File: src/affine_pkg.sv
`default_nettype none

package affine_pkg;

    localparam int FIX_W     = 16;
    localparam int FRAC_BITS = 8;
    localparam int PROD_W    = 2 * FIX_W;
    localparam int ACC_W     = 36;      // Four Q.16 terms plus headroom
    localparam int LANES     = 3;

    typedef logic signed [FIX_W-1:0]  fix_t;    // Q8.8
    typedef logic signed [PROD_W-1:0] prod_t;   // Q16.16 element product
    typedef logic signed [ACC_W-1:0]  acc_t;    // Q.16 lane sum
    typedef logic        [1:0]        row_idx_t;
    typedef logic        [LANES-1:0]  sat_t;    // One flag per component

    localparam fix_t FIX_ONE    = fix_t'(1 << FRAC_BITS);
    localparam acc_t ROUND_HALF = acc_t'(1 << (FRAC_BITS - 1));

    // Output range of a Q8.8 word
    localparam acc_t SAT_HI     = acc_t'((1 << (FIX_W - 1)) - 1);
    localparam acc_t SAT_LO     = -acc_t'(1 << (FIX_W - 1));

    typedef struct packed {
        fix_t x;
        fix_t y;
        fix_t z;
    } vec3_t;

    // One matrix row and its translation element
    typedef struct packed {
        fix_t m0;
        fix_t m1;
        fix_t m2;
        fix_t t;
    } mat_row_t;

    typedef struct packed {
        logic     valid;
        mat_row_t row;
        vec3_t    vec;
    } lane_cmd_t;

    typedef struct packed {
        logic valid;
        acc_t sum;
    } lane_sum_t;

    typedef struct packed {
        vec3_t vec;
        sat_t  sat;
    } result_t;

endpackage

`default_nettype wire

File: src/row_dot.sv
`timescale 1ns/1ps
`default_nettype none

module row_dot
    import affine_pkg::*;
(
    input  logic      clk,
    input  logic      reset,
    input  lane_cmd_t cmd,
    output lane_sum_t sum
);

    // Stage one terms, all at Q.16
    typedef struct packed {
        prod_t px;
        prod_t py;
        prod_t pz;
        acc_t  t_term;
    } dot_terms_t;

    dot_terms_t terms;
    logic       s1_valid;
    acc_t       s2_sum;
    logic       s2_valid;

    always_ff @(posedge clk) begin
        if (reset) begin
            s1_valid <= 1'b0;
            s2_valid <= 1'b0;
        end else begin
            s1_valid <= cmd.valid;
            s2_valid <= s1_valid;
        end
    end

    // Element products and scaled translation
    always_ff @(posedge clk) begin
        terms.px     <= $signed(cmd.row.m0) * $signed(cmd.vec.x);
        terms.py     <= $signed(cmd.row.m1) * $signed(cmd.vec.y);
        terms.pz     <= $signed(cmd.row.m2) * $signed(cmd.vec.z);
        terms.t_term <= acc_t'($signed(cmd.row.t)) <<< FRAC_BITS;
    end

    // Four term sum
    always_ff @(posedge clk) begin
        s2_sum <= acc_t'(terms.px)
                + acc_t'(terms.py)
                + acc_t'(terms.pz)
                + terms.t_term;
    end

    assign sum.valid = s2_valid;
    assign sum.sum   = s2_sum;

endmodule

`default_nettype wire

File: config.mk
export PLATFORM = sky130hd
export DESIGN_NAME = row_dot
export DESIGN_NICKNAME = d
export VERILOG_FILES = /design/src/affine_pkg.sv /design/src/row_dot.sv
export SDC_FILE = /design/constraint.sdc
export NUM_CORES = 2
export LEC_CHECK = 0
export BUFFER_PORTS_ARGS = -buffer_cell sky130_fd_sc_hd__clkbuf_2
export CAP_MARGIN = 20
export CORE_MARGIN = 2
export CORE_UTILIZATION = 60
export DETAILED_ROUTE_END_ITERATION = 8
export HOLD_SLACK_MARGIN = 0.15
export PLACE_DENSITY = 0.78
export SLEW_MARGIN = 10
export SYNTH_ARGS = -nofsm -noshare
export SYNTH_HDL_FRONTEND = slang
export SYNTH_SLANG_ARGS = --single-unit
File: constraint.sdc
create_clock -name clk -period 7 [get_ports clk]
set_input_delay 0.35 -clock clk [delete_from_list [all_inputs] [get_ports clk]]
set_output_delay 0.35 -clock clk [all_outputs]
set_load 0.05 [all_outputs]
==> impl_metrics.toml <==
[run_status]
outcome = "finished, final reports clean"

[grt]
grt_pass1_vias = 27300
met2_usage_pct = 47.3
antenna_found_initial = 1
use_met3_pct = 4.52
grt_busiest_layer = "met2"
gr-total-overflow = 0
grt_usage_pct = 28.5
use_met1_pct = 38.6
grt_pass1_wl_um = 136000
grt_max_degree = 17

[worst_setup_path]
path_delay_family = "adder cells"
slowest_delay_ps = 910
crit_chain = "clkbuf_2 > nand2_1 > inv_1 > fa_1 > fa_1 > fa_1 > fa_1 > fa_1 > inv_1 > fa_1 > inv_1 > ha_1 > a21o_1 > a21o_1 > a221o_1 > a22o_1 > a211o_1 > a31o_1 > a21oi_1 > xnor2_1"
worstSetupStartpointType = "input pin"
worstPathArrival_ps = 6550
critPathCaptureType = "register"
critPathKind = "in -> reg"
required_ps = 7370
critPathBufInv = 4
crit_path_frequent_cell = "fa_1"
cp_slowest_cell = "fa_1"
crit_fanout = 16

[sta]
slew-limit-headroom_pct = 55.4
rsz0062_at_grt = "no"
worst_pin_slew_ps = 653
min_period_over_period_pct = 88.2
final.setup.tns_ps = 0
setup_violations = 0
finalHoldViolCount = 0
period_needed_ps = 6170
fmax_ghz = 0.162
final_max_slew_viol_count = 0
clock_skew_ps = 20.4

[detailed_routing]
vias = 24900
viasPerCell = 5.46
first_pass_iters = 6
wl_um = 79600
final_antenna_net_count = 0
drt_iter0_drc = 1534
drc = 0
wl_per_cell_um = 17.4

[synthesis]
synth_async_sr_flop_share_pct = 0
syn_area_um2 = 35300
synth_commonest_cells = "inv_1, fa_1, nand2_1"
synth_top_area_share_pct = 47.9
syn-num-nets = 4931
ys_ff_latch = 149
synth_ff_type = "dfxtp_1"
seq_area_frac_synth_pct = 8.45
synth-edff-count = 0
yosysTopAreaCell = "fa_1"
yosys_warnings = 0
synthTopCellsByArea = "fa_1, ha_1, inv_1"
synthCells = 3687
synth_cell_types = 68
synth_most_common_cell = "inv_1"
avgSynthCellArea_um2 = 9.57

[placement]
place_congestion = 0.918
post-dp-hpwl_um = 66800
io_buffer_count = 151

[clocking]
numClockSinks = 149
cts_repair_resize_count = 0
clock_path_buffers = 2
cts_hold_buf = 18
cts_setup_buffers = 0
clk_pin_slew_ps = 70
clock_latency_ps = 450
cts_max_level = 4
root_buffer = "clkbuf_16"
cts_tree = "done"
cts_buffers = 17

[finish]
syn_to_final_growth_pct = 6.39
drive_above_1_share_pct = 5.39
fillerInstances = 4715
finalNetCount = 5032

[hold_path]
hold_path_class = "in -> reg"

[floorplan]
rows = 88
die_h_um = 246
dieArea_um2 = 60800
io_pins = 152
core_um2 = 57900
dieWidth_um = 246
start_util_pct = 60.9

[run]
drv_cap = 0
## kinds of logic after synthesis
logic type               after synthesis  synth area share [%]
flip-flops                           149                  8.45
XOR/XNOR                             126                  3.13
AO/OA/AOI/OAI                        329                  6.14
buffers and inverters                976                  10.4
multiplexers                           2                0.0567
AND/OR/NAND/NOR                      976                  13.8
adder cells (fa/ha/maj)             1129                  58.0
## stage by stage
step / cell area (µm²) / hold slack, ps / utilization, % / cells / worst slack, ps
after global placement: 36700 / 419 / 63.4 / 4516 / 500
final: 37500 / 385 / 64.8 / 4567 / 827
after global routing: 37500 / 403 / 64.8 / 4566 / 534
after floorplan: 35300 / 378 / - / 3687 / 825
after detailed placement: 36700 / 440 / 63.4 / 4516 / 429
after CTS: 37500 / 371 / 64.8 / 4566 / 844
## state kept, by name (all words and copies together) (netlist names)
signal    count
terms       112
s2_sum       35
s1_valid      1
s2_valid      1
## cell type report
class	count	area (µm²)	area share (%)
Antenna cell	1	2.50	0.00667
Clock buffer	18	429	1.14
Clock inverter	14	205	0.547
Inverter	873	3280	8.73
Multi-Input combinational cell	2562	28600	76.3
Sequential cell	149	2980	7.95
Tap cell	765	957	2.55
Timing Repair Buffer	185	1060	2.81
## final timing paths
path                       start  slack (ps)                  end  depth (start not counted)
min reg2reg  s1_valid$_SDFF_PP0_         450  s2_valid$_SDFF_PP0_                          1
max                      cmd[17]         830    terms[99]$_DFF_P_                         20
min                       cmd[0]         380    terms[36]$_DFF_P_                          2
max reg2reg    terms[17]$_DFF_P_        2810   s2_sum[32]$_DFF_P_                         11
## placed cells by master (no fill, tap or decap), types with 5 or more instances in the layout
master,synthesis,routed
xnor2_1,102,102
o21ai_0,32,32
dlygate4sd3_1,0,18
nand3_1,19,19
nor3_1,14,14
and3_1,11,11
o21ai_1,33,33
o31ai_1,5,5
buf_4,2,16
xor2_1,24,24
nor2b_1,11,11
inv_8,0,5
a41oi_1,5,5
o21a_1,16,16
a31o_1,5,5
ha_1,285,285
nand2_1,405,405
clkbuf_16,0,17
inv_1,872,872
dfxtp_1,149,149
nand2b_1,29,29
a2111oi_0,7,7
and2_1,371,371
o211ai_1,11,11
nand4_1,8,8
clkbuf_2,0,151
a21oi_1,91,91
fa_1,844,844
a21o_1,39,39
a211oi_1,19,19
a31oi_1,10,10
o21bai_1,22,22
nor2_1,82,82
## metal layers
| metal | share of wire [%] | wire length [µm] | up-vias |
|---|---|---|---|
| li1 | - | - | 11200 |
| met1 | 41 | 32500 | 12700 |
| met5 | 0 | 0 | - |
| met2 | 49 | 38700 | 882 |
| met4 | 3.4 | 2700 | 0 |
| met3 | 7.1 | 5640 | 171 |
Power is left out: the tool's default activity adds up to more than one toggle a clock period on the data nets, which glitch-free logic cannot reach.
