**src/affine_pkg.sv**
```systemverilog
`default_nettype none

package affine_pkg;

    localparam int FIX_W     = 16;
    localparam int FRAC_BITS = 8;
    localparam int PROD_W    = 2 * FIX_W;
    localparam int ACC_W     = 36;      // Four Q.16 terms plus headroom
    localparam int LANES     = 3;

    typedef logic signed [FIX_W-1:0]  fix_t;    // Q8.8
    typedef logic signed [PROD_W-1:0] prod_t;   // Q16.16 element product
    typedef logic signed [ACC_W-1:0]  acc_t;    // Q.16 lane sum
    typedef logic        [1:0]        row_idx_t;
    typedef logic        [LANES-1:0]  sat_t;    // One flag per component

    localparam fix_t FIX_ONE    = fix_t'(1 << FRAC_BITS);
    localparam acc_t ROUND_HALF = acc_t'(1 << (FRAC_BITS - 1));

    // Output range of a Q8.8 word
    localparam acc_t SAT_HI     = acc_t'((1 << (FIX_W - 1)) - 1);
    localparam acc_t SAT_LO     = -acc_t'(1 << (FIX_W - 1));

    typedef struct packed {
        fix_t x;
        fix_t y;
        fix_t z;
    } vec3_t;

    // One matrix row and its translation element
    typedef struct packed {
        fix_t m0;
        fix_t m1;
        fix_t m2;
        fix_t t;
    } mat_row_t;

    typedef struct packed {
        logic     valid;
        mat_row_t row;
        vec3_t    vec;
    } lane_cmd_t;

    typedef struct packed {
        logic valid;
        acc_t sum;
    } lane_sum_t;

    typedef struct packed {
        vec3_t vec;
        sat_t  sat;
    } result_t;

endpackage

`default_nettype wire

```
**src/operand_loader.sv**
```systemverilog
`timescale 1ns/1ps
`default_nettype none

module operand_loader
    import affine_pkg::*;
(
    input  logic      clk,
    input  logic      reset,
    input  logic      row_we,
    input  row_idx_t  row_sel,
    input  mat_row_t  row_data,
    input  logic      in_valid,
    input  vec3_t     in_vec,
    output lane_cmd_t cmd [LANES]
);

    mat_row_t rows [LANES];     // Live matrix store
    mat_row_t row_q [LANES];    // Rows captured with the vector
    vec3_t    vec_q;
    logic     vec_valid;

    function automatic mat_row_t identity_row(int idx);
        mat_row_t r;
        r    = '0;
        r.m0 = (idx == 0) ? FIX_ONE : '0;
        r.m1 = (idx == 1) ? FIX_ONE : '0;
        r.m2 = (idx == 2) ? FIX_ONE : '0;
        return r;
    endfunction

    // Row writes, visible from the next cycle
    always_ff @(posedge clk) begin
        if (reset) begin
            for (int i = 0; i < LANES; i++) begin
                rows[i] <= identity_row(i);
            end
        end else if (row_we && row_sel < row_idx_t'(LANES)) begin
            rows[row_sel] <= row_data;   // Select 3 falls through
        end
    end

    always_ff @(posedge clk) begin
        if (reset) begin
            vec_valid <= 1'b0;
        end else begin
            vec_valid <= in_valid;
        end
    end

    // Snapshot of the old rows when a write lands in the same cycle
    always_ff @(posedge clk) begin
        vec_q <= in_vec;
        for (int i = 0; i < LANES; i++) begin
            row_q[i] <= rows[i];
        end
    end

    always_comb begin
        for (int i = 0; i < LANES; i++) begin
            cmd[i].valid = vec_valid;
            cmd[i].row   = row_q[i];
            cmd[i].vec   = vec_q;   // Shared by all lanes
        end
    end

endmodule

`default_nettype wire

```
**config.mk**
```make
export PLATFORM = sky130hd
export DESIGN_NAME = operand_loader
export DESIGN_NICKNAME = d
export VERILOG_FILES = /design/src/affine_pkg.sv /design/src/operand_loader.sv
export SDC_FILE = /design/constraint.sdc
export NUM_CORES = 1
export LEC_CHECK = 0
export BUFFER_PORTS_ARGS = -buffer_cell sky130_fd_sc_hd__buf_2
export CAP_MARGIN = 5
export CORE_AREA = 2 2 180 182
export DETAILED_ROUTE_END_ITERATION = 12
export DIE_AREA = 0 0 182 184
export PLACE_DENSITY = 0.65
export SYNTH_ARGS = -nofsm -noshare
export SYNTH_HDL_FRONTEND = slang
export SYNTH_SLANG_ARGS = --single-unit
```
**constraint.sdc**
```tcl
create_clock -name clk -period 11.6 [get_ports clk]
set_clock_uncertainty 0.1 [all_clocks]
set_input_delay 1.74 -clock clk [delete_from_list [all_inputs] [get_ports clk]]
set_output_delay 1.74 -clock clk [all_outputs]
set_load 0.1 [all_outputs]
```
==> metrics <==
first-pass GRT wire length 39800 um; Cell Chain, Critical Path buf_2; Critical Path Start Type flip-flop; GR Layer Usage met2 between 20% and 30%; PortBufs 456; reg2reg setup slack 10.95 ns; FF-to-FF path depth 0; Synth area leader edfxtp_1; top cell type's share of synthesized area 45.1%; power consumption 3.79 mW; setup tns final 0 ns; WP data required 9.76 ns; Post-Route WL 27700 um; postcts setup bufs 0; Top Ports 457; DRC errors left 0; Fill cells 2659; share of cells above drive strength 1 48.9%; Synth cell types 15; final worst slack ~8.2 ns; top cells by area, synth edfxtp_1, dfxtp_1, and2_1; Post-synth ARST share 0%; total of max-cap violations 0; CTS H-tree depth 2; largest net degree at the start of global routing 65; final slew viol count 0; core area ~31000 sq um; Worst path depth 1; Clock Path Buffers 3; Max VDD drop between 100 and 150 uV; met1 Use GR 16.8%; Syn Nets 871; Worst-Margin Slew around 1.0 ns; CTS Buf Count 43; Mapped Area 12800 sq um; Place WS 8.03 ns; initial antenna violation count 4; number of flops mapped to enable cells by yosys 192; register area share after synthesis approximately 83%; Critical Path AT 1.52 ns; hold crit path type reg -> reg; cells after synthesis ~750; Starting Density roughly two fifths; Synth Area per Inst 17.0 sq um; pwr dens 234 nW/um^2; period utilization slightly below 30%; vias per cell 4.24; die height 184 um; Std-Cell Rows 65; Seq. cell area around 11000 sq um; busiest grt layer met2; Buf/Inv on CP 1; Top delay family on crit path flip-flops; yosys warns 0; met3 global-route usage 4.93%; hold buffers post-CTS 0; Final HPWL DP 18900 um; Die W between 150 and 200 um; CP startpoint cmd[46]$_DFF_P_; Clock Tree Root clkbuf_16; crit path capture type output port; routed len/inst approximately 18 um; Final Wtd Congestion 0.773; CTS tree yes; Via Count ~6700; final hold vios 0; area of the multi-input gates 1370 sq um; count leader, synth dfxtp_1; r2r endpoint row_q[0][10]$_DFF_P_; CP max-delay cell dfxtp_1; endpoints failing setup 0; synthesized flop and latch total 433; vias in the first global route 6654; CTS resizes 0; crit path to cmd[272]; area grow syn2layout 26.7%; Leak 7.11 nW; initial drt markers 269; Final #Nets 1258; Tmin final between 3 and 4 ns; Die Area 33500 sq um; TritonRoute pass-1 iters 4; Worst-path clk slew 0.06 ns; Crit Path Max Fanout 3; Sinks on Clock Net 433; status complete, no violations; RSZ-0062 raised after global routing no; DRT antenna net count 0; worst r2r src rows[0][10]$_SDFFCE_PN0P_; Fmax 298 MHz; Crit Path Class reg -> out; commonest cells in the netlist dfxtp_1, edfxtp_1, and2_1, buf_4, and2_2; GR Util All Layers 16.0%; relative slew slack 30.5%; CP max stage delay 0.50 ns; Top FF cell, synth dfxtp_1; clock latency at the later pin of the worst-skew pair 0.52 ns; total grt overflow 0
==> through the flow <==
stage                     hold WS (ns)  area (sq um)  std cells  utilization, %
final                            0.236         16200       1579            51.6
after global routing             0.244         16200       1578            51.6
after CTS                        0.240         16200       1577            51.6
after detailed placement         0.227         14800       1497            47.1
after global placement           0.224         14800       1497            47.1
after floorplan                  0.223         12800        753               -
==> where the power goes <==
group / internal (mW) / switching [mW] / total, mW
sequential: 1.70 / 0.0335 / 1.74
combinational: 0.0726 / 0.641 / 0.714
clock: 0.786 / 0.551 / 1.34
total: 2.56 / 1.23 / 3.79
==> layer usage <==
| metal | up-vias | share of wire (%) |
|---|---|---|
| li1 | 3175 | - |
| met1 | 3198 | 36 |
| met2 | 269 | 54 |
| met3 | 42 | 7.1 |
| met4 | 4 | 2.4 |
| met5 | - | 0.097 |
==> layout make-up <==
class | count | area share, %
Antenna cell | 2 | 0.0309
Clock buffer | 55 | 7.49
Clock inverter | 25 | 1.17
Inverter | 1 | 0.0232
Multi-Input combinational cell | 200 | 8.45
Sequential cell | 433 | 65.4
Tap cell | 402 | 3.11
Timing Repair Buffer | 461 | 14.3
==> state kept, by name, indices dropped and copies added (netlist names) <==
register and flops:
rows 192, cmd 48, vec_valid 1, row_q 192
==> cell usage in the layout (no fill, tap or decap) <==
| master | instances |
|---|---|
| buf_2 | 456 |
| dfxtp_1 | 241 |
| edfxtp_1 | 192 |
| and2_1 | 151 |
| clkbuf_16 | 44 |
| and2_2 | 38 |
| clkinv_2 | 10 |
| clkinv_1 | 8 |
| clkbuf_8 | 7 |
| buf_4 | 5 |
| clkbuf_1 | 4 |
| nand2b_1 | 3 |
| diode_2 | 2 |
| o21bai_4 | 2 |
| and4bb_2 | 2 |
| bufinv_16 | 2 |
| inv_6 | 2 |
| clkinvlp_4 | 2 |
| inv_1 | 1 |
| a31o_4 | 1 |
| nor4b_4 | 1 |
| or2b_1 | 1 |
| and2b_2 | 1 |
| clkinv_8 | 1 |
==> worst min path at each step <==
stage	depth (start not counted)	from	slack, ns	end
finish	0	rows[2][28]$_SDFFCE_PN0P_	0.24	row_q[0][156]$_DFF_P_
global route	0	rows[1][24]$_SDFFCE_PN0P_	0.24	row_q[0][88]$_DFF_P_
CTS	0	rows[0][56]$_SDFFCE_PN1P_	0.24	row_q[0][56]$_DFF_P_
detailed placement	0	rows[2][3]$_SDFFCE_PN0P_	0.23	row_q[0][131]$_DFF_P_
global placement	0	rows[0][37]$_SDFFCE_PN0P_	0.22	row_q[0][37]$_DFF_P_
floorplan	0	rows[0][0]$_SDFFCE_PN0P_	0.22	row_q[0][0]$_DFF_P_
==> cells by family after synthesis <==
kind of cell,count (synthesis),share of synthesized area (%)
compound gates,3,0.186
flops,433,82.9
buf+inv,120,6.63
simple gates,197,10.3
(Power assumes the default switching activity.)
