## src/affine_pkg.sv

```systemverilog
`default_nettype none

package affine_pkg;

    localparam int FIX_W     = 16;
    localparam int FRAC_BITS = 8;
    localparam int PROD_W    = 2 * FIX_W;
    localparam int ACC_W     = 36;      // Four Q.16 terms plus headroom
    localparam int LANES     = 3;

    typedef logic signed [FIX_W-1:0]  fix_t;    // Q8.8
    typedef logic signed [PROD_W-1:0] prod_t;   // Q16.16 element product
    typedef logic signed [ACC_W-1:0]  acc_t;    // Q.16 lane sum
    typedef logic        [1:0]        row_idx_t;
    typedef logic        [LANES-1:0]  sat_t;    // One flag per component

    localparam fix_t FIX_ONE    = fix_t'(1 << FRAC_BITS);
    localparam acc_t ROUND_HALF = acc_t'(1 << (FRAC_BITS - 1));

    // Output range of a Q8.8 word
    localparam acc_t SAT_HI     = acc_t'((1 << (FIX_W - 1)) - 1);
    localparam acc_t SAT_LO     = -acc_t'(1 << (FIX_W - 1));

    typedef struct packed {
        fix_t x;
        fix_t y;
        fix_t z;
    } vec3_t;

    // One matrix row and its translation element
    typedef struct packed {
        fix_t m0;
        fix_t m1;
        fix_t m2;
        fix_t t;
    } mat_row_t;

    typedef struct packed {
        logic     valid;
        mat_row_t row;
        vec3_t    vec;
    } lane_cmd_t;

    typedef struct packed {
        logic valid;
        acc_t sum;
    } lane_sum_t;

    typedef struct packed {
        vec3_t vec;
        sat_t  sat;
    } result_t;

endpackage

`default_nettype wire

```

## src/result_packer.sv

```systemverilog
`timescale 1ns/1ps
`default_nettype none

module result_packer
    import affine_pkg::*;
(
    input  logic      clk,
    input  logic      reset,
    input  lane_sum_t sums [LANES],
    output logic      out_valid,
    output result_t   out_result
);

    fix_t  comp [LANES];    // Rounded, clamped components
    sat_t  clamp;
    vec3_t vec_d;
    vec3_t vec_q;
    sat_t  sat_q;

    // Round half up, drop fraction, clamp to Q8.8
    always_comb begin
        acc_t rounded;
        acc_t shifted;
        for (int k = 0; k < LANES; k++) begin
            rounded  = sums[k].sum + ROUND_HALF;
            shifted  = rounded >>> FRAC_BITS;
            clamp[k] = 1'b0;
            if (shifted > SAT_HI) begin
                comp[k]  = fix_t'(SAT_HI);
                clamp[k] = 1'b1;
            end else if (shifted < SAT_LO) begin
                comp[k]  = fix_t'(SAT_LO);
                clamp[k] = 1'b1;
            end else begin
                comp[k]  = fix_t'(shifted);
            end
        end
    end

    assign vec_d.x = comp[0];
    assign vec_d.y = comp[1];
    assign vec_d.z = comp[2];

    // Lane 0 valid stands for all three
    always_ff @(posedge clk) begin
        if (reset) begin
            out_valid <= 1'b0;
            sat_q     <= '0;
        end else begin
            out_valid <= sums[0].valid;
            sat_q     <= sums[0].valid ? clamp : '0;   // No flags without data
        end
    end

    always_ff @(posedge clk) begin
        vec_q <= vec_d;
    end

    assign out_result.vec = vec_q;
    assign out_result.sat = sat_q;

endmodule

`default_nettype wire

```

## config.mk

```make
export PLATFORM = sky130hd
export DESIGN_NAME = result_packer
export DESIGN_NICKNAME = d
export VERILOG_FILES = /design/src/affine_pkg.sv /design/src/result_packer.sv
export SDC_FILE = /design/constraint.sdc
export NUM_CORES = 1
export LEC_CHECK = 0
export BUFFER_PORTS_ARGS = -buffer_cell sky130_fd_sc_hd__buf_4
export CAP_MARGIN = 20
export CORE_MARGIN = 2
export CORE_UTILIZATION = 45
export DETAILED_ROUTE_END_ITERATION = 10
export GPL_ROUTABILITY_DRIVEN = 0
export GPL_TIMING_DRIVEN = 0
export PLACE_DENSITY = 0.77
export SLEW_MARGIN = 25
export SYNTH_ARGS = -nofsm -noshare
export SYNTH_HDL_FRONTEND = slang
export SYNTH_SLANG_ARGS = --single-unit
```

## constraint.sdc

```tcl
create_clock -name clk -period 6.3 [get_ports clk]
set_input_delay 0.63 -clock clk [delete_from_list [all_inputs] [get_ports clk]]
set_output_delay 0.63 -clock clk [all_outputs]
set_load 0.03 [all_outputs]
```

==> metrics.md, run 1 <==
| Metric | Value |
|---|---|
| Outcome | `finished clean` |
| Core ar. | `7810 um^2` |
| Cell with the largest stage delay on the worst path | `nor2_1` |
| Crit start category | `primary input` |
| Nets | `736` |
| Worst setup startpoint | `sums[81]` |
| Max-Cap Viols | `0` |
| Post-synth EDFFs | `0` |
| H-tree Lvls | `2` |
| Req. time, crit path | `6.48 ns` |
| Fin. Hold Viols | `0` |
| Power consumption | `0.785 mW` |
| WL final | `10.9 mm` |
| Seq cells post-synth | `52` |
| CTS max path bufs | `2` |
| Initial DRC count | `225` |
| Placed inst area | `4830 um^2` |
| Crit-path max FO | `10` |
| Synth Area per Inst | `7.70 um^2` |
| Clock Sinks | `52` |
| Die Wd | `94.2 um` |
| Antenna-violating nets left | `0` |
| Top-area cell type share of the netlist area | `28.4%` |
| Switch share | `32.5%` |
| Worst setup endpoint | `out_result[43]$_SDFF_PN1_` |
| CTS resizes | `0` |
| Min cycle time layout | `3.29 ns` |
| Pin count of the biggest net entering global routing | `19` |
| Max VDD drop | `0.0000843 V` |
| PortBufs | `138` |
| CTS tree | `built` |
| WS Path Type | `primary input to flop` |
| Top-count cell post-synth | `dfxtp_1` |
| Cell Count, Final, Fillers Out | `723` |
| DP HPWL | `8.89 mm` |
| Vias in the first global route | `3745` |
| Cell taking the most area after synthesis | `dfxtp_1` |
| CTS Buf Count | `5` |
| Die area | `8870 um^2` |
| Worst-Margin Slew | `0.926 ns` |
| Finished Core Util | `63.1%` |
| Crit path largest cell delay | `0.60 ns` |
| Syn nets | `591` |
| Total gr overflow | `0` |
| Setup WS post-layout | `3.01 ns` |
| DP Worst Slack | `2.79 ns` |
| Clk pwr share | `24.9%` |
| CTS root buffer | `clkbuf_8` |
| Design Area, Final | `4930 um^2` |
| CTS Hold Bufs | `0` |
| Max_slew headroom | `37.8%` |
| Unrepaired setup endpoints after global routing | `false` |
| Share of layout cells above drive strength 1 | `26.2%` |
| Cell Int Power | `0.530 mW` |
| TNS Setup | `0 ns` |
| Post-synthesis cell count | `475` |
| Initial DRT Pass Iterations | `5` |
| Area Overhead vs Synth | `34.6%` |
| Ys flop type | `dfxtp_1` |
| Worst hold margin | `0.633 ns` |
| Share of power burned in combinational logic | `29.6%` |
| Yosys cell types | `60` |
| DRC Markers | `0` |
| Hold crit path type | `primary input to flop` |
| Via count | `4288` |
| Antenna cells | `0` |
| Seq pwr share | `45.5%` |
| Starting Density | `46.9%` |
| PD cells | `159 nW/um^2` |
| Worst Hold Depth | `3` |
| Top Ports | `165` |
| CP cell instances | `buf_4 > ha_1 > nand3_1 > nor2_1 > nand3_1 > or4b_1 > a211o_1 > o21ai_1 > buf_4 > o21ai_0` |
| Sequential share of the synthesized area | `28.4%` |
| Final setup vio count | `0` |
| Die height | `94.2 um` |
| Cell row count | `32` |
| First-pass GRT wire length | `17.4 mm` |
| CP endpoint kind | `flop` |
| Placed insts | `715` |
| GR Util All Layers | `24.0%` |
| Max-slew violation count | `0` |
| Post-synth top cells | `dfxtp_1, nand3_1, nor2_1, o21ai_0, nand2_1` |
| Leak Pwr | `2.01 nW` |
| Post-CTS setup repair buffer count | `0` |
| Fmax | `304 MHz` |
| Top cells by area, synth | `dfxtp_1, xnor2_1, xor2_1, nand3_1, o21ai_0` |
| Vias per inst | `5.93` |
| Layout fillers | `690` |
| Wire per inst | `15.1 um` |
| YS warnings | `0` |
| CP arrival | `3.47 ns` |
| Initial antenna violation count | `0` |
| Final period utilization | `52.2%` |
| Clock transition at the registers of the reported paths | `0.10 ns` |
| Synth async-reset ratio | `0%` |
| Switching power | `0.255 mW` |
| Mapped cell area | `3660 um^2` |
==> flip-flops by register name, summed over array words and instances, names as in the netlist <==
name and cells:
out_valid 1, out_result 48, sat_q 3
==> cell families after synthesis <==
logic type,after synthesis,share of synthesized area [%]
AO/OA/AOI/OAI,123,21.8
XOR/XNOR,48,11.5
flip-flops,52,28.4
adder cells (fa/ha/maj),3,1.03
buffers and inverters,24,2.63
multiplexers,1,0.308
AND/OR/NAND/NOR,224,34.3
==> layout by cell type (no fill, tap or decap), types with 6 or more instances in the layout <==
cell / Yosys / layout
xor2_1: 23 / 23
o21ai_0: 36 / 36
xnor2_1: 25 / 25
clkbuf_1: 6 / 6
and3_1: 14 / 14
nor3_1: 16 / 16
inv_1: 14 / 14
a31oi_1: 6 / 6
nand2_1: 35 / 35
a21oi_1: 23 / 23
nor4_1: 11 / 10
buf_4: 1 / 139
nand4_1: 28 / 28
nand3_1: 39 / 39
dfxtp_1: 52 / 52
and4_1: 12 / 12
nor2_1: 37 / 37
o22ai_1: 13 / 13
==> final cells by class <==
cell class                      instances  area, um^2  share of cell area (%)
Buffer                                 10        43.8                   0.889
Clock buffer                            5        68.8                    1.40
Clock inverter                          3        27.5                   0.559
Inverter                               14        52.6                    1.07
Multi-Input combinational cell        399        2530                    51.3
Sequential cell                        52        1040                    21.1
Tap cell                              102         128                    2.59
Timing Repair Buffer                  138        1040                    21.0
==> per-layer routing <==
layer	up-vias	wire length, um	global-route usage [%]
met3	13	906	3.21
met1	1959	4590	31.7
met2	201	5370	42.1
li1	2115	-	-
met5	-	0	0
met4	0	79	3.86
==> worst min-delay path by stage <==
stage | to | start
CTS | out_result[47]$_SDFF_PN1_ | sums[94]
finish | out_result[23]$_SDFF_PN1_ | sums[49]
floorplan | out_valid$_SDFF_PP0_ | sums[110]
global route | out_result[47]$_SDFF_PN1_ | sums[94]
detailed placement | out_result[47]$_SDFF_PN1_ | sums[94]
global placement | out_result[30]$_SDFF_PN1_ | sums[56]
==> power groups by stage <==
stage	sequential [mW]	combinational, mW	clock (mW)
final	0.357	0.233	0.195
after global routing	0.359	0.250	0.217
after CTS	0.357	0.231	0.202
after detailed placement	0.365	0.230	0
after global placement	0.365	0.226	0
after floorplan	0.407	0.0699	0
==> worst max-delay path: cells and delay by family <==
kind                       cells  cell delay (ns)
and+or+nand+nor                4             1.52
AOI/OAI and AO/OA              3             0.78
buffers and inverters          2             0.33
adders and majority gates      1             0.18
No activity file was read; power rests on OpenSTA's default activity.
==> inputs of run 2 (changes only) <==
--- a/config.mk
+++ b/config.mk
@@ -5,6 +5,7 @@
 export SDC_FILE = /design/constraint.sdc
 export NUM_CORES = 1
 export LEC_CHECK = 0
+export ABC_AREA = 1
 export BUFFER_PORTS_ARGS = -buffer_cell sky130_fd_sc_hd__buf_4
 export CAP_MARGIN = 20
 export CORE_MARGIN = 2
==> constraint.sdc (replaced) <==
create_clock -name clk -period 2.78 [get_ports clk]
set_input_delay 0.278 -clock clk [delete_from_list [all_inputs] [get_ports clk]]
set_output_delay 0.278 -clock clk [all_outputs]
set_load 0.03 [all_outputs]
==> run 2 against run 1 <==
Effect of this change:
- worst setup slack worse by 2.1 ns
- synthesized area up 18%
- utilization down 2.2 points
==> metrics.md, run 2 <==
| Metric | Value |
|---|---|
| Outcome | `finished clean` |
| DP Worst Slack | `0.608 ns (-2.18 ns)` |
| Sequential share of the synthesized area | `24.2% (-4.3 points)` |
| Ys flop type | `dfxtp_1` |
| Uppermost layer routed | `met4` |
| Met3 wire len | `706 um (-22%)` |
| Clock Sinks | `52 (unchanged)` |
| Crit start category | `primary input` |
| First-pass GRT wire length | `19.3 mm (+11%)` |
| PD cells | `337 nW/um^2 (+110%)` |
| PortBufs | `141 (+2.2%)` |
| Min cycle time layout | `1.86 ns` |
| Leak Pwr | `2.86 nW (+43%)` |
| Wire per inst | `11.5 um (-24%)` |
| Worst-Margin Slew | `0.477 ns (-0.449 ns)` |
| Proportion of synthesized area in mux cells | `0% (-0.31 points)` |
| CTS root buffer | `clkbuf_8` |
| Max_slew headroom | `68.1% (+30 points)` |
| Initial antenna violation count | `0 (unchanged)` |
| Seq cells post-synth | `52 (unchanged)` |
| Finished Core Util | `60.9% (-2.2 points)` |
| Starting Density | `46.6% (-0.28 points)` |
| Antenna-violating nets left | `0 (unchanged)` |
| Top-area cell type share of the netlist area | `29.6% (+1.2 points)` |
| Final setup vio count | `0 (unchanged)` |
| Syn nets | `864 (+46%)` |
| WL final | `11.8 mm (+7.4%)` |
| Yosys cell types | `24 (-60%)` |
| Nets | `1012 (+38%)` |
| Share of layout cells above drive strength 1 | `23.3% (-2.9 points)` |
| CTS Buf Count | `5 (unchanged)` |
| Area Overhead vs Synth | `30.6%` |
| Core ar. | `9240 um^2 (+18%)` |
| Die height | `102 um (+8.1%)` |
| Largest register FFs | `48 (unchanged)` |
| GR Util All Layers | `22.9% (-1.0 points)` |
| Pin count of the biggest net entering global routing | `20 (+1)` |
| Setup WS post-layout | `0.920 ns (-2.09 ns)` |
| CP endpoint kind | `flop` |
| Reg area | `1040 um^2 (unchanged)` |
| Worst Hold Depth | `2 (-1)` |
| Unrepaired setup endpoints after global routing | `false` |
| Via count | `4810 (+12%)` |
| CTS max path bufs | `2 (unchanged)` |
| TNS Setup | `0 ns (unchanged)` |
| Met1 Routed Length | `5.45 mm (+19%)` |
| Fmax | `538 MHz` |
| Hold_sp | `reset` |
| DP HPWL | `9.85 mm (+11%)` |
| Total gr overflow | `0 (unchanged)` |
| Most frequent cells in the layout | `nand2_1, buf_4, nor2_1, inv_1` |
| Top-count cell post-synth | `nand2_1` |
| CTS tree | `built` |
| Die area | `10400 um^2 (+17%)` |
| Req. time, crit path | `3.00 ns (-3.48 ns)` |
| WS Path Type | `primary input to flop` |
| Initial DRT Pass Iterations | `5 (unchanged)` |
| Crit-path max FO | `10 (unchanged)` |
| CTS Hold Bufs | `0 (unchanged)` |
| Post-synth EDFFs | `0 (unchanged)` |
| Top Ports | `165 (unchanged)` |
| Clock transition at the registers of the reported paths | `0.11 ns (about the same)` |
| Synth Area in Adders | `0.872% (-0.15 points)` |
| Initial DRC count | `138 (-39%)` |
| Mapped cell area | `4310 um^2 (+18%)` |
| Largest family of logic cells by synthesized area | `simple AND/OR/NAND/NOR gates` |
| Max-slew violation count | `0 (unchanged)` |
| Hold crit path type | `primary input to flop` |
| Max VDD drop | `0.000291 V (+240%)` |
| CP arrival | `2.08 ns (-1.39 ns)` |
| Antenna cells | `0 (unchanged)` |
| Vias per inst | `4.69 (-21%)` |
| Max-Cap Viols | `0 (unchanged)` |
| Cell row count | `35 (+9.4%)` |
| Post-CTS setup repair buffer count | `0 (unchanged)` |
| Simple logic cell fraction of the synthesized area | `59.1% (+25 points)` |
| Power consumption | `1.89 mW (+140%)` |
| DRC Markers | `0 (unchanged)` |
| Post-synthesis cell count | `748 (+57%)` |
| CTS resizes | `0 (unchanged)` |
| Synth Area in XOR/XNOR | `7.67% (-3.8 points)` |
| Layout fillers | `956 (+39%)` |
| Top cells by area, synth | `nand2_1, dfxtp_1, nor2_1, nand3_1, inv_1` |
| Synth Area per Inst | `5.76 um^2 (-25%)` |
| Hold Path End | `out_valid$_SDFF_PP0_` |
| Vias in the first global route | `4303 (+15%)` |
| YS warnings | `0 (unchanged)` |
| Commonest non-fill, non-tap cell in the layout | `nand2_1` |
| H-tree Lvls | `2 (unchanged)` |
| Final period utilization | `66.9%` |
| Wire length on met2 | `5.39 mm (+0.39%)` |
| Cell taking the most area after synthesis | `nand2_1` |
| Post-synthesis compound-gate area fraction | `0.901% (-21 points)` |
| Post-synth top cells | `nand2_1, nor2_1, inv_1, dfxtp_1, nand3_1` |
| Synth async-reset ratio | `0% (unchanged)` |
| Fin. Hold Viols | `0 (unchanged)` |
| Area of the multi-input gates | `2950 um^2 (+17%)` |
| Die Wd | `102 um (+8.1%)` |
[run 2: cell count changes after synthesis, moves of 13 or more]
cell     before  now
o21ai_0      36    4
a21oi_1      23    2
nor3_1       16    2
nor2_2        1   15
xnor2_1      25   11
inv_1        14   65
nand3_1      39   52
nor2_1       37  104
and3_1       14    0
nand4_1      28   10
o22ai_1      13    0
nand2_1      35  340
[run 2: cells by family (layout without fill, tap and decap cells)]
group / after synthesis / in the layout
buf+inv: 71 / 220
fa+ha+maj: 3 / 3
compound gates: 7 / 7
xor+xnor: 36 / 36
simple gates: 579 / 579
flops: 52 / 52
[run 2: layout make-up]
class                           instances  area share (%)
Inverter                               65            4.34
Clock inverter                          3           0.512
Sequential cell                        52            18.5
Timing Repair Buffer                  141            18.8
Buffer                                  6            1.20
Tap cell                              129            2.87
Multi-Input combinational cell        625            52.5
Clock buffer                            5            1.22
[run 2: how the worst max path moves through the flow]
stage | start | endpoint | slack [ns]
2_1_floorplan | sums[81] | out_result[47]$_SDFF_PN1_ | 1.07
3_3_place_gp | sums[81] | out_result[44]$_SDFF_PN1_ | 0.60
3_5_place_dp | sums[44] | out_result[20]$_SDFF_PN1_ | 0.61
4_1_cts | sums[44] | out_result[20]$_SDFF_PN1_ | 0.95
5_1_grt | sums[81] | out_result[47]$_SDFF_PN1_ | 0.71
6_report | sums[44] | out_result[32]$_SDFF_PN1_ | 0.92
[run 2: routing by layer]
metal,vias to the layer above,GRT usage (%)
met5,-,0
met4,0,6.46
met3,16,2.26
met2,148,39.3
met1,2059,30.8
li1,2587,-
[run 2: critical path, cell delays in order]
cell and delay (ns):
buf_4 0.08, ha_1 0.19, nand3_1 0.12, nor2_1 0.40, nand4_1 0.14, nand2_1 0.09
nand2_1 0.09, nor2_1 0.11, nand2_1 0.07, nor2_1 0.09, nand2_1 0.09, nand2_4 0.11
buf_6 0.15, nand2_1 0.06
[run 2: where the power goes]
part | switching (mW) | leakage, nW | internal (mW)
clock | 0.298 | 0.0511 | 0.191
combinational | 0.350 | 2.37 | 0.243
sequential | 0.0154 | 0.437 | 0.796
[run 2: per-stage QoR]
| step | area, um^2 | instances | hold WS (ns) |
|---|---|---|---|
| floorplan | 4310 | 748 | 0.360 |
| global placement | 5530 | 1018 | 0.472 |
| detailed placement | 5530 | 1018 | 0.472 |
| CTS | 5620 | 1026 | 0.125 |
| global route | 5620 | 1026 | 0.133 |
| finish | 5620 | 1026 | 0.146 |
